--- src/rv_isa_pkg.sv ---
package rv_isa_pkg;

    // base integer width and register index width of RV32I
    localparam int XLEN = 32;
    localparam int REG_ADDR_W = 5;

    // major opcodes in bits 6:0 of the instruction word, only the ones this hart executes
    typedef enum logic [6:0] {
        OPC_OP     = 7'b0110011,
        OPC_OP_IMM = 7'b0010011,
        OPC_LUI    = 7'b0110111,
        OPC_AUIPC  = 7'b0010111,
        OPC_JAL    = 7'b1101111,
        OPC_BRANCH = 7'b1100011,
        OPC_SYSTEM = 7'b1110011
    } opcode_e;

    // funct3 of register and immediate ALU ops
    // shifts right share one code and are split by funct7 bit 5
    typedef enum logic [2:0] {
        F3_ADD  = 3'b000,
        F3_SLL  = 3'b001,
        F3_SLT  = 3'b010,
        F3_SLTU = 3'b011,
        F3_XOR  = 3'b100,
        F3_SR   = 3'b101,
        F3_OR   = 3'b110,
        F3_AND  = 3'b111
    } alu_funct3_e;

    // funct3 of the conditional branches, codes 010 and 011 are reserved
    typedef enum logic [2:0] {
        F3_BEQ  = 3'b000,
        F3_BNE  = 3'b001,
        F3_BLT  = 3'b100,
        F3_BGE  = 3'b101,
        F3_BLTU = 3'b110,
        F3_BGEU = 3'b111
    } branch_funct3_e;

    // ebreak is the only system word accepted
    localparam logic [31:0] EBREAK_WORD = 32'h0010_0073;
    // addi x0, x0, 0
    localparam logic [31:0] NOP_WORD = 32'h0000_0013;

endpackage

--- src/hart_pkg.sv ---
package hart_pkg;

    // first fetch address after reset
    localparam logic [rv_isa_pkg::XLEN-1:0] RESET_ADDR = 32'h0000_0000;
    // architectural register count, x0 included
    localparam int NUM_REGS = 32;

    typedef enum logic [1:0] {
        FETCH_IDLE,
        FETCH_REQUEST,
        FETCH_WAIT_RSP,
        FETCH_STOPPED
    } fetch_state_e;

    typedef enum logic [3:0] {
        ALU_ADD,
        ALU_SUB,
        ALU_SLL,
        ALU_SLT,
        ALU_SLTU,
        ALU_XOR,
        ALU_SRL,
        ALU_SRA,
        ALU_OR,
        ALU_AND,
        ALU_PASS_B
    } alu_op_e;

    // instruction word as returned by imem, with the address it came from
    typedef struct packed {
        logic [31:0] inst;
        logic [31:0] pc;
    } fetch_pkt_t;

    typedef struct packed {
        alu_op_e                    alu_op;
        logic                       a_is_pc;
        logic                       b_is_imm;
        logic                       is_branch;
        rv_isa_pkg::branch_funct3_e branch_f3;
        logic                       is_jal;
        logic [4:0]                 rs1_addr;
        logic                       rs1_used;
        logic [4:0]                 rs2_addr;
        logic                       rs2_used;
        logic [4:0]                 rd_addr;
        logic                       rd_wen;
        logic [31:0]                imm;
        logic                       illegal;
        logic                       halt;
    } decoded_t;

    typedef struct packed {
        logic [31:0] result;
        logic [31:0] next_pc;
        logic        taken;
        logic        misaligned;
    } exec_result_t;

    // one retired instruction as seen on the retire port
    typedef struct packed {
        logic [31:0] inst;
        logic        trap;
        logic        halt;
        logic [4:0]  rs1_raddr;
        logic [4:0]  rs2_raddr;
        logic [31:0] rs1_rdata;
        logic [31:0] rs2_rdata;
        logic [4:0]  rd_waddr;
        logic [31:0] rd_wdata;
        logic [31:0] pc;
        logic [31:0] next_pc;
    } retire_t;

    typedef struct packed {
        logic        valid;
        logic [31:0] next_pc;
        logic        stop;
    } redirect_t;

endpackage

--- src/fetch_unit.sv ---
`timescale 1ns/100ps

module fetch_unit (
    input  logic                 i_clk,
    input  logic                 i_rst,
    input  logic                 i_imem_ready,
    input  logic                 i_imem_valid,
    input  logic [31:0]          i_imem_rdata,
    input  hart_pkg::redirect_t  i_redirect,
    output logic                 o_imem_ren,
    output logic [31:0]          o_imem_raddr,
    output logic                 o_fetch_valid,
    output hart_pkg::fetch_pkt_t o_fetch
);
    import hart_pkg::*;

    fetch_state_e state_q;
    fetch_state_e state_d;
    logic [31:0]  pc_q;
    logic [31:0]  req_addr;
    logic         go_next;
    logic         accept;

    // a redirect only ever shows up in idle, the cycle after a response
    // without one, idle is the state left by reset and starts at pc_q
    assign go_next = (state_q == FETCH_IDLE) && i_redirect.valid && !i_redirect.stop;
    assign req_addr = i_redirect.valid ? i_redirect.next_pc : pc_q;

    // the request following a retire goes out in the retire cycle itself
    assign o_imem_ren = (state_q == FETCH_REQUEST) || go_next;
    assign o_imem_raddr = req_addr;
    assign accept = o_imem_ren && i_imem_ready;

    // the response may land in the accept cycle or any cycle after it
    assign o_fetch_valid = i_imem_valid && (accept || state_q == FETCH_WAIT_RSP);
    assign o_fetch.inst = i_imem_rdata;
    assign o_fetch.pc = req_addr;

    always_comb begin
        state_d = state_q;
        unique case (state_q)
            FETCH_IDLE: begin
                if (!i_redirect.valid) begin
                    state_d = FETCH_REQUEST;
                end else if (i_redirect.stop) begin
                    state_d = FETCH_STOPPED;
                end else begin
                    state_d = o_fetch_valid ? FETCH_IDLE
                            : accept ? FETCH_WAIT_RSP : FETCH_REQUEST;
                end
            end
            FETCH_REQUEST: begin
                state_d = o_fetch_valid ? FETCH_IDLE
                        : accept ? FETCH_WAIT_RSP : FETCH_REQUEST;
            end
            FETCH_WAIT_RSP: begin
                if (i_imem_valid) begin
                    state_d = FETCH_IDLE;
                end
            end
            // only reset leaves this state
            FETCH_STOPPED: state_d = FETCH_STOPPED;
        endcase
    end

    always_ff @(posedge i_clk) begin
        if (i_rst) begin
            state_q <= FETCH_IDLE;
            pc_q <= RESET_ADDR;
        end else begin
            state_q <= state_d;
            // pc_q keeps the address of the request in flight
            pc_q <= req_addr;
        end
    end

endmodule

--- src/decoder.sv ---
`timescale 1ns/100ps

module decoder (
    input  hart_pkg::fetch_pkt_t i_fetch,
    output hart_pkg::decoded_t   o_dec
);
    import rv_isa_pkg::*;
    import hart_pkg::*;

    opcode_e                opcode;
    logic [2:0]             funct3;
    logic [6:0]             funct7;
    logic [XLEN-1:0]        imm_i;
    logic [XLEN-1:0]        imm_u;
    logic [XLEN-1:0]        imm_b;
    logic [XLEN-1:0]        imm_j;
    alu_op_e                f3_op;
    logic                   op_f7_ok;
    logic                   imm_f7_ok;

    assign opcode = opcode_e'(i_fetch.inst[6:0]);
    assign funct3 = i_fetch.inst[14:12];
    assign funct7 = i_fetch.inst[31:25];

    // immediates are always sign extended from bit 31
    assign imm_i = {{20{i_fetch.inst[31]}}, i_fetch.inst[31:20]};
    assign imm_u = {i_fetch.inst[31:12], 12'b0};
    assign imm_b = {{20{i_fetch.inst[31]}}, i_fetch.inst[7], i_fetch.inst[30:25],
                    i_fetch.inst[11:8], 1'b0};
    assign imm_j = {{12{i_fetch.inst[31]}}, i_fetch.inst[19:12], i_fetch.inst[20],
                    i_fetch.inst[30:21], 1'b0};

    // register ops only accept funct7 of zero, or 0x20 for sub and sra
    assign op_f7_ok = (funct7 == 7'h00) ||
                      (funct7 == 7'h20 && (funct3 == F3_ADD || funct3 == F3_SR));
    // on immediates funct7 only exists for the shifts, the rest is immediate
    assign imm_f7_ok = (funct3 == F3_SLL) ? (funct7 == 7'h00)
                     : (funct3 == F3_SR) ? (funct7 == 7'h00 || funct7 == 7'h20)
                     : 1'b1;

    always_comb begin
        unique case (alu_funct3_e'(funct3))
            F3_ADD:  f3_op = ALU_ADD;
            F3_SLL:  f3_op = ALU_SLL;
            F3_SLT:  f3_op = ALU_SLT;
            F3_SLTU: f3_op = ALU_SLTU;
            F3_XOR:  f3_op = ALU_XOR;
            F3_SR:   f3_op = funct7[5] ? ALU_SRA : ALU_SRL;
            F3_OR:   f3_op = ALU_OR;
            F3_AND:  f3_op = ALU_AND;
        endcase
    end

    always_comb begin
        o_dec = '0;
        o_dec.alu_op = f3_op;
        o_dec.branch_f3 = branch_funct3_e'(funct3);
        o_dec.rs1_addr = i_fetch.inst[19:15];
        o_dec.rs2_addr = i_fetch.inst[24:20];
        o_dec.rd_addr = i_fetch.inst[11:7];
        unique case (opcode)
            OPC_OP: begin
                o_dec.rs1_used = 1'b1;
                o_dec.rs2_used = 1'b1;
                o_dec.rd_wen = 1'b1;
                if (funct3 == F3_ADD && funct7[5]) begin
                    o_dec.alu_op = ALU_SUB;
                end
                o_dec.illegal = !op_f7_ok;
            end
            OPC_OP_IMM: begin
                // addi has no subtract form, so bit 30 is only immediate here
                o_dec.rs1_used = 1'b1;
                o_dec.rd_wen = 1'b1;
                o_dec.b_is_imm = 1'b1;
                o_dec.imm = imm_i;
                o_dec.illegal = !imm_f7_ok;
            end
            OPC_LUI: begin
                o_dec.alu_op = ALU_PASS_B;
                o_dec.b_is_imm = 1'b1;
                o_dec.rd_wen = 1'b1;
                o_dec.imm = imm_u;
            end
            OPC_AUIPC: begin
                o_dec.alu_op = ALU_ADD;
                o_dec.a_is_pc = 1'b1;
                o_dec.b_is_imm = 1'b1;
                o_dec.rd_wen = 1'b1;
                o_dec.imm = imm_u;
            end
            OPC_JAL: begin
                o_dec.is_jal = 1'b1;
                o_dec.rd_wen = 1'b1;
                o_dec.imm = imm_j;
            end
            OPC_BRANCH: begin
                o_dec.is_branch = 1'b1;
                o_dec.rs1_used = 1'b1;
                o_dec.rs2_used = 1'b1;
                o_dec.imm = imm_b;
                o_dec.illegal = (funct3[2:1] == 2'b01);
            end
            OPC_SYSTEM: begin
                o_dec.halt = (i_fetch.inst == EBREAK_WORD);
                o_dec.illegal = (i_fetch.inst != EBREAK_WORD);
            end
            // loads, stores, jalr and fence all land here
            default: o_dec.illegal = 1'b1;
        endcase
    end

endmodule

--- src/reg_file.sv ---
`timescale 1ns/100ps

module reg_file (
    input  logic        i_clk,
    input  logic        i_rst,
    input  logic [4:0]  i_rs1_addr,
    input  logic [4:0]  i_rs2_addr,
    output logic [31:0] o_rs1_data,
    output logic [31:0] o_rs2_data,
    input  logic        i_rd_wen,
    input  logic [4:0]  i_rd_addr,
    input  logic [31:0] i_rd_data
);
    import hart_pkg::*;

    logic [31:0] regs [NUM_REGS];

    // entry 0 is cleared by reset and never written after that
    always_ff @(posedge i_clk) begin
        if (i_rst) begin
            for (int i = 0; i < NUM_REGS; i++) begin
                regs[i] <= '0;
            end
        end else if (i_rd_wen && i_rd_addr != 5'd0) begin
            regs[i_rd_addr] <= i_rd_data;
        end
    end

    // reads are combinational, a write shows up after the edge
    assign o_rs1_data = (i_rs1_addr == 5'd0) ? 32'd0 : regs[i_rs1_addr];
    assign o_rs2_data = (i_rs2_addr == 5'd0) ? 32'd0 : regs[i_rs2_addr];

endmodule

--- src/execute_unit.sv ---
`timescale 1ns/100ps

module execute_unit (
    input  hart_pkg::decoded_t           i_dec,
    input  logic [rv_isa_pkg::XLEN-1:0]  i_pc,
    input  logic [rv_isa_pkg::XLEN-1:0]  i_rs1_data,
    input  logic [rv_isa_pkg::XLEN-1:0]  i_rs2_data,
    output hart_pkg::exec_result_t       o_exec
);
    import rv_isa_pkg::*;
    import hart_pkg::*;

    logic [XLEN-1:0] op_a;
    logic [XLEN-1:0] op_b;
    logic [XLEN-1:0] alu;
    logic [XLEN-1:0] pc_plus4;
    logic [XLEN-1:0] target;
    logic [4:0]      shamt;
    logic            cond;
    logic            taken;

    assign op_a = i_dec.a_is_pc ? i_pc : i_rs1_data;
    assign op_b = i_dec.b_is_imm ? i_dec.imm : i_rs2_data;
    // shifts use only the low five bits, which also drops the srai marker bit
    assign shamt = op_b[4:0];

    always_comb begin
        unique case (i_dec.alu_op)
            ALU_ADD:    alu = op_a + op_b;
            ALU_SUB:    alu = op_a - op_b;
            ALU_SLL:    alu = op_a << shamt;
            ALU_SLT:    alu = {{(XLEN-1){1'b0}}, $signed(op_a) < $signed(op_b)};
            ALU_SLTU:   alu = {{(XLEN-1){1'b0}}, op_a < op_b};
            ALU_XOR:    alu = op_a ^ op_b;
            ALU_SRL:    alu = op_a >> shamt;
            ALU_SRA:    alu = $signed(op_a) >>> shamt;
            ALU_OR:     alu = op_a | op_b;
            ALU_AND:    alu = op_a & op_b;
            ALU_PASS_B: alu = op_b;
            default:    alu = '0;
        endcase
    end

    // branches compare the register values, never the selected operands
    always_comb begin
        unique case (i_dec.branch_f3)
            F3_BEQ:  cond = (i_rs1_data == i_rs2_data);
            F3_BNE:  cond = (i_rs1_data != i_rs2_data);
            F3_BLT:  cond = $signed(i_rs1_data) < $signed(i_rs2_data);
            F3_BGE:  cond = $signed(i_rs1_data) >= $signed(i_rs2_data);
            F3_BLTU: cond = i_rs1_data < i_rs2_data;
            F3_BGEU: cond = i_rs1_data >= i_rs2_data;
            default: cond = 1'b0;
        endcase
    end

    assign pc_plus4 = i_pc + 32'd4;
    // branch and jal targets are both pc relative
    assign target = i_pc + i_dec.imm;
    assign taken = i_dec.is_jal || (i_dec.is_branch && cond);

    assign o_exec.result = i_dec.is_jal ? pc_plus4 : alu;
    assign o_exec.next_pc = taken ? target : pc_plus4;
    assign o_exec.taken = taken;
    // a fall-through pc is always aligned, so only a taken target can trap
    assign o_exec.misaligned = taken && (target[1:0] != 2'b00);

endmodule

--- src/retire_stage.sv ---
`timescale 1ns/100ps

module retire_stage (
    input  logic                   i_clk,
    input  logic                   i_rst,
    input  logic                   i_fetch_valid,
    input  hart_pkg::fetch_pkt_t   i_fetch,
    input  hart_pkg::decoded_t     i_dec,
    input  logic [31:0]            i_rs1_data,
    input  logic [31:0]            i_rs2_data,
    input  hart_pkg::exec_result_t i_exec,
    output logic                   o_rd_wen,
    output logic [4:0]             o_rd_addr,
    output logic [31:0]            o_rd_data,
    output hart_pkg::redirect_t    o_redirect,
    output hart_pkg::retire_t      o_retire,
    output logic                   o_retire_valid
);
    import hart_pkg::*;

    retire_t ret_d;
    retire_t ret_q;
    logic    valid_q;
    logic    trap;
    logic    rd_live;

    assign trap = i_dec.illegal || i_exec.misaligned;
    // a trapping instruction leaves the register file untouched
    assign rd_live = i_dec.rd_wen && !trap && (i_dec.rd_addr != 5'd0);

    always_comb begin
        ret_d.inst = i_fetch.inst;
        ret_d.trap = trap;
        ret_d.halt = i_dec.halt;
        // unused source fields read as zero on the retire port
        ret_d.rs1_raddr = i_dec.rs1_used ? i_dec.rs1_addr : 5'd0;
        ret_d.rs2_raddr = i_dec.rs2_used ? i_dec.rs2_addr : 5'd0;
        ret_d.rs1_rdata = i_dec.rs1_used ? i_rs1_data : 32'd0;
        ret_d.rs2_rdata = i_dec.rs2_used ? i_rs2_data : 32'd0;
        ret_d.rd_waddr = rd_live ? i_dec.rd_addr : 5'd0;
        ret_d.rd_wdata = rd_live ? i_exec.result : 32'd0;
        ret_d.pc = i_fetch.pc;
        ret_d.next_pc = i_exec.next_pc;
    end

    // writeback happens on the same edge that captures the record
    assign o_rd_wen = i_fetch_valid && rd_live;
    assign o_rd_addr = ret_d.rd_waddr;
    assign o_rd_data = ret_d.rd_wdata;

    always_ff @(posedge i_clk) begin
        if (i_rst) begin
            valid_q <= 1'b0;
        end else begin
            valid_q <= i_fetch_valid;
        end
    end

    always_ff @(posedge i_clk) begin
        if (i_fetch_valid) begin
            ret_q <= ret_d;
        end
    end

    // fetch follows the registered copy, so it restarts in the retire cycle
    assign o_redirect.valid = valid_q;
    assign o_redirect.next_pc = ret_q.next_pc;
    assign o_redirect.stop = ret_q.halt || ret_q.trap;

    assign o_retire = ret_q;
    assign o_retire_valid = valid_q;

endmodule

--- src/hart_top.sv ---
`timescale 1ns/100ps

module hart_top (
    input  logic                         i_clk,
    input  logic                         i_rst,
    input  logic                         i_imem_ready,
    input  logic                         i_imem_valid,
    input  logic [rv_isa_pkg::XLEN-1:0]  i_imem_rdata,
    output logic                         o_imem_ren,
    output logic [rv_isa_pkg::XLEN-1:0]  o_imem_raddr,
    output logic                         o_retire_valid,
    output hart_pkg::retire_t            o_retire
);
    import rv_isa_pkg::*;
    import hart_pkg::*;

    fetch_pkt_t            fetch;
    logic                  fetch_valid;
    decoded_t              dec;
    exec_result_t          exec;
    redirect_t             redirect;
    logic [XLEN-1:0]       rs1_data;
    logic [XLEN-1:0]       rs2_data;
    logic                  rd_wen;
    logic [REG_ADDR_W-1:0] rd_addr;
    logic [XLEN-1:0]       rd_data;

    // one instruction in flight, from the imem response through to retire
    fetch_unit u_fetch_unit (
        .i_clk         (i_clk),
        .i_rst         (i_rst),
        .i_imem_ready  (i_imem_ready),
        .i_imem_valid  (i_imem_valid),
        .i_imem_rdata  (i_imem_rdata),
        .i_redirect    (redirect),
        .o_imem_ren    (o_imem_ren),
        .o_imem_raddr  (o_imem_raddr),
        .o_fetch_valid (fetch_valid),
        .o_fetch       (fetch)
    );

    decoder u_decoder (
        .i_fetch (fetch),
        .o_dec   (dec)
    );

    // sources are read straight from the decoded fields, used or not
    reg_file u_reg_file (
        .i_clk      (i_clk),
        .i_rst      (i_rst),
        .i_rs1_addr (dec.rs1_addr),
        .i_rs2_addr (dec.rs2_addr),
        .o_rs1_data (rs1_data),
        .o_rs2_data (rs2_data),
        .i_rd_wen   (rd_wen),
        .i_rd_addr  (rd_addr),
        .i_rd_data  (rd_data)
    );

    execute_unit u_execute_unit (
        .i_dec      (dec),
        .i_pc       (fetch.pc),
        .i_rs1_data (rs1_data),
        .i_rs2_data (rs2_data),
        .o_exec     (exec)
    );

    retire_stage u_retire_stage (
        .i_clk          (i_clk),
        .i_rst          (i_rst),
        .i_fetch_valid  (fetch_valid),
        .i_fetch        (fetch),
        .i_dec          (dec),
        .i_rs1_data     (rs1_data),
        .i_rs2_data     (rs2_data),
        .i_exec         (exec),
        .o_rd_wen       (rd_wen),
        .o_rd_addr      (rd_addr),
        .o_rd_data      (rd_data),
        .o_redirect     (redirect),
        .o_retire       (o_retire),
        .o_retire_valid (o_retire_valid)
    );

endmodule

--- config.mk ---
export PLATFORM = sky130hd
export DESIGN_NAME = hart_top
export DESIGN_NICKNAME = d
export VERILOG_FILES = /design/src/rv_isa_pkg.sv /design/src/hart_pkg.sv /design/src/fetch_unit.sv /design/src/decoder.sv /design/src/reg_file.sv /design/src/execute_unit.sv /design/src/retire_stage.sv /design/src/hart_top.sv
export SDC_FILE = /design/constraint.sdc
export NUM_CORES = 2
export LEC_CHECK = 0
export BUFFER_PORTS_ARGS = -buffer_cell sky130_fd_sc_hd__buf_4
export CAP_MARGIN = 15
export CORE_MARGIN = 2
export CORE_UTILIZATION = 60
export CTS_CLUSTER_SIZE = 28
export DETAILED_ROUTE_END_ITERATION = 8
export PLACE_DENSITY = 0.82
export SYNTH_ARGS = -nofsm -noshare
export SYNTH_HDL_FRONTEND = slang
export SYNTH_HIERARCHICAL = 1
export SYNTH_SLANG_ARGS = --single-unit
--- constraint.sdc ---
create_clock -name i_clk -period 48.8 [get_ports i_clk]
set_input_delay 4.88 -clock i_clk [delete_from_list [all_inputs] [get_ports i_clk]]
set_output_delay 4.88 -clock i_clk [all_outputs]
set_load 0.03 [all_outputs]
Word-level counts from Yosys, hierarchy flattened
Memories as Yosys holds them, arrays and structs flattened.
Index checks and enable logic that the tools add are counted.
- shifts and indexed selects: 3
- bitwise gates (word level): 3
- magnitude comparators: 6
- muxes and demuxes: 40
- reductions and logical operators: 40
- equal/unequal tests: 34
- add/sub/neg operators: 4
- operator list (operator ; count):
    one-hot mux 32 bit (11 select lines) ; 1
    2-to-1 mux 32 bit ; 9
    less-than comparator 32 bit ; 4
    one-hot mux 32 bit (4 select lines) ; 1
    adder 32 bit ; 2
    >= comparator 32 bit ; 2
    adder 32 x 3 -> 32 bit (second input constant) ; 1
    AND 32 bit ; 1
    == test 32 x 21 -> 1 bit (second input constant) ; 1
    == test 32 bit ; 1
    inequality test 32 x 21 -> 1 bit (second input constant) ; 1
    inequality test 32 bit ; 1
    bitwise OR 32 bit ; 1
    one-hot mux 4 bit (8 select lines) ; 1
    OR reduction 32 bit ; 1
    << shifter 32 x 5 -> 32 bit ; 1
    >> shifter 32 x 5 -> 32 bit ; 1
    >>> shifter 32 x 5 -> 32 bit ; 1
    subtractor 32 bit ; 1
    bitwise XOR 32 bit ; 1
    == test 7 x 6 -> 1 bit (second input constant) ; 3
    == test 7 bit (second input constant) ; 3
    == test 4 x 3 -> 1 bit (second input constant) ; 4
    2-to-1 mux 1 bit ; 16
    other kinds (30) ; 71
- memories: 1
- RAM bits: 1024
- input port bits: 36
- bits in registers: 244
- output and inout bits: 243
- word-level logic and storage cells: 145
- memories (memory ; depth ; bits a word ; rd ports ; clocked after memory_dff ; write ports ; line ; source):
    u_reg_file.regs ; 32 ; 32 ; 2 ; 0 ; 32 ; reg_file.sv:16 ; logic [31:0] regs [NUM_REGS];

Depth between registers and ports, before layout
- depth in word-level cells: 19
- depth in mapped cells: 33
- depth with buffers taken out: 22

Modules after synthesis
The synthesis kept the hierarchy.
- modules (own cells, without submodules) (module ; times used ; seq. area each (µm²) ; cells an instance ; area each (µm²)):
    reg_file ; 1 ; 30749.5 ; 3502 ; 54253.3
    execute_unit ; 1 ; 0.0 ; 2047 ; 12798.5
    retire_stage ; 1 ; 6296.0 ; 382 ; 7538.5
    fetch_unit ; 1 ; 680.7 ; 183 ; 1959.4
    decoder ; 1 ; 0.0 ; 131 ; 935.9

Least setup slack after synthesis
OpenSTA, ideal clock, no wires.
- path type: input to register
- start point: input port i_imem_ready
- end point: memory u_reg_file.regs[12][0], enable pin
- path buffers: 1
- setup time: 0.375 ns
- data required time: 48.425 ns
- stages on the path: 8
- data arrival time: 18.409 ns
- path slack: 30.016 ns
- path through: inv_1 > a211o_1 > a21oi_1 > o311a_2 > or4b_2 > clkbuf_1 > nor2_1 > or2_2
- RTL lines (what ; line ; source):
    start: declaration ; hart_top.sv:6 ; input logic i_imem_ready,
    end: declaration ; reg_file.sv:16 ;

==> impl_metrics.toml <==
[cells_and_area]
fin_cells = 8020
syn2layout_area_growth_pct = 9.21
fin_area_um2 = 84600
final_cell_mix = "edfxtp_1, and2_1, buf_4, mux4_2, nand2_1"
nets = 6436
final_common_cell = "edfxtp_1"
drive_gt1_share_pct = 22.1

[routing]
dr.pass1.iters = 8
avgViaCountPerCell = 7.83
first_iter_violations = 13673
num_vias = 62769
wl_um = 347000
post-route-drc-count = 0
detail-route-antenna-nets = 0
avgRoutedWirePerCell_um = 43.3

[sta]
fmax_mhz = 64.0
rsz0062_at_grt = "no"
worst_pin_slew_ns = 1.54
max-slew-margin-rel_pct = -2.50
finalClockSkew_ns = 0.0734
finalWorstSetupSlack_ns = 33.17
finalCriticalPeriod_ns = 15.63
slew_violations = 5
tns_ns = 0
hold_viol_final = 0
finalSetupViolations = 0
finalCritPeriodShare_pct = 32.0

[die]
die_y_um = 363
rows = 131
start_util_pct = 60.6
core_area_um2 = 128000
die_area_um2 = 132000
ios = 279
die_w_um = 363

[clock_tree]
htreeDepth = 4
cts_buffers = 131
post-cts-setup-buffer-count = 0
post_cts_resized = 0
cts_hold_buf = 0
cts_tree = "yes"
cts_root_buffer = "clkbuf_16"
cts_sinks = 1268
clockBufferDepth = 3
clk_latency_ns = 0.83
clkTransAtPathRegs_ns = 0.06

[placed_design]
dp.cells = 7760
routabilityCongestion = 1.10
placed_cell_area_um2 = 80300
hpwlAfterDp_um = 239000
place_ws_ns = 33.07
portBuffers = 278

[synthesis]
synth_cells = 6244
synth_area_um2 = 77500
avgSynthCellArea_um2 = 12.4
ys.warnings.count = 6

[pwr]
power_mw = 2.99
ir_worst_vdd_v = 0.0000387
p_comb_share_pct = 23.9
power_frac_seq_pct = 42.3
switching_share_pct = 33.1
p_per_area_nw_per_um2 = 35.3
clock_power_share_pct = 33.8
p_sw_uw = 989
intPower_mw = 2.00
leakage_nw = 31.5

[setup_path]
crit_top_cell = "buf_4"
crit_fanout = 49
worst_setup_path_start_kind = "input pin"
required_ns = 49.21
cp_data_arrival_time_ns = 16.04
endpoint_kind = "flip-flop"
cpPeakStageDelay_ns = 1.08
cp_slowest_cell = "a2111oi_1"
worst-setup-path-type = "input pin to flip-flop"

[job]
drv_cap = 3

[worst_hold_path]
hold_path.class = "flip-flop to flip-flop"

[global_route]
grt_overflow = 0
track_usage_pct = 52.1
antenna_found_initial = 40
grt_max_degree = 107
grt_pass1_vias = 57792
grt_pass1_wl_um = 471000

[status]
failed_checks = "max-capacitance violations, max-slew violations"
outcome = "finished, violations left"
cell type report:
type	instances	area, µm²
Clock inverter	79	868
Timing Repair Buffer	492	3740
Inverter	149	562
Sequential cell	1268	37700
Clock buffer	151	3380
Tap cell	1662	2080
Fill cell	8831	43200
Antenna cell	25	62.6
Multi-Input combinational cell	4194	36200
critical path: cells and delay by family:
kind            cells  cell delay, ns
xor+xnor            1            0.15
simple gates       12            3.63
fa+ha+maj           1            0.21
compound gates      5            1.96
buf+inv             9            4.29
mux                 1            0.59
per-layer routing:
metal | GRT usage, % | part of all wire [%]
met2 | 68.7 | 39
met3 | 27.5 | 20
met1 | 69.4 | 35
met4 | 26.5 | 6.9
met5 | 0.363 | 0.085
registers in the layout, indices dropped and copies added, names as in the netlist:
register,flops
u_retire_stage/o_redirect,32
u_fetch_unit/state_q,2
u_fetch_unit/pc_q,32
u_retire_stage/o_retire,177
u_retire_stage/o_retire_valid,1
u_reg_file/regs,1024
stage by stage:
step | hold WS [ns] | util (%)
2_1_floorplan | 0.511 | -
3_3_place_gp | 0.523 | 62.7
3_5_place_dp | 0.585 | 62.8
4_1_cts | 0.591 | 66.1
5_1_grt | 0.661 | 66.1
6_report | 0.604 | 66.2
power by group through the flow:
| stage | clock network, mW | registers, mW | logic (mW) |
|---|---|---|---|
| finish | 1.01 | 1.26 | 0.712 |
| global route | 1.04 | 1.26 | 0.715 |
| CTS | 1.00 | 1.26 | 0.663 |
| detailed placement | 0 | 1.28 | 0.659 |
| global placement | 0 | 1.28 | 0.659 |
| floorplan | 0 | 1.29 | 0.376 |
path summary, 6_finish.rpt:
check	depth (start not counted)	start	endpoint	slack, ns
worst max-delay path	29	i_imem_rdata[20]	u_reg_file/regs[27][5]$_SDFFCE_PN0P_	33.17
worst min-delay path	2	u_fetch_unit/state_q[1]$_SDFFE_PP0P_	u_fetch_unit/state_q[1]$_SDFFE_PP0P_	0.60
worst max register to register	23	u_reg_file/regs[31][21]$_SDFFCE_PN0P_	u_reg_file/regs[27][5]$_SDFFCE_PN0P_	38.90
worst min register to register	2	u_fetch_unit/state_q[1]$_SDFFE_PP0P_	u_fetch_unit/state_q[1]$_SDFFE_PP0P_	0.60
No activity file was read; power rests on OpenSTA's default activity.
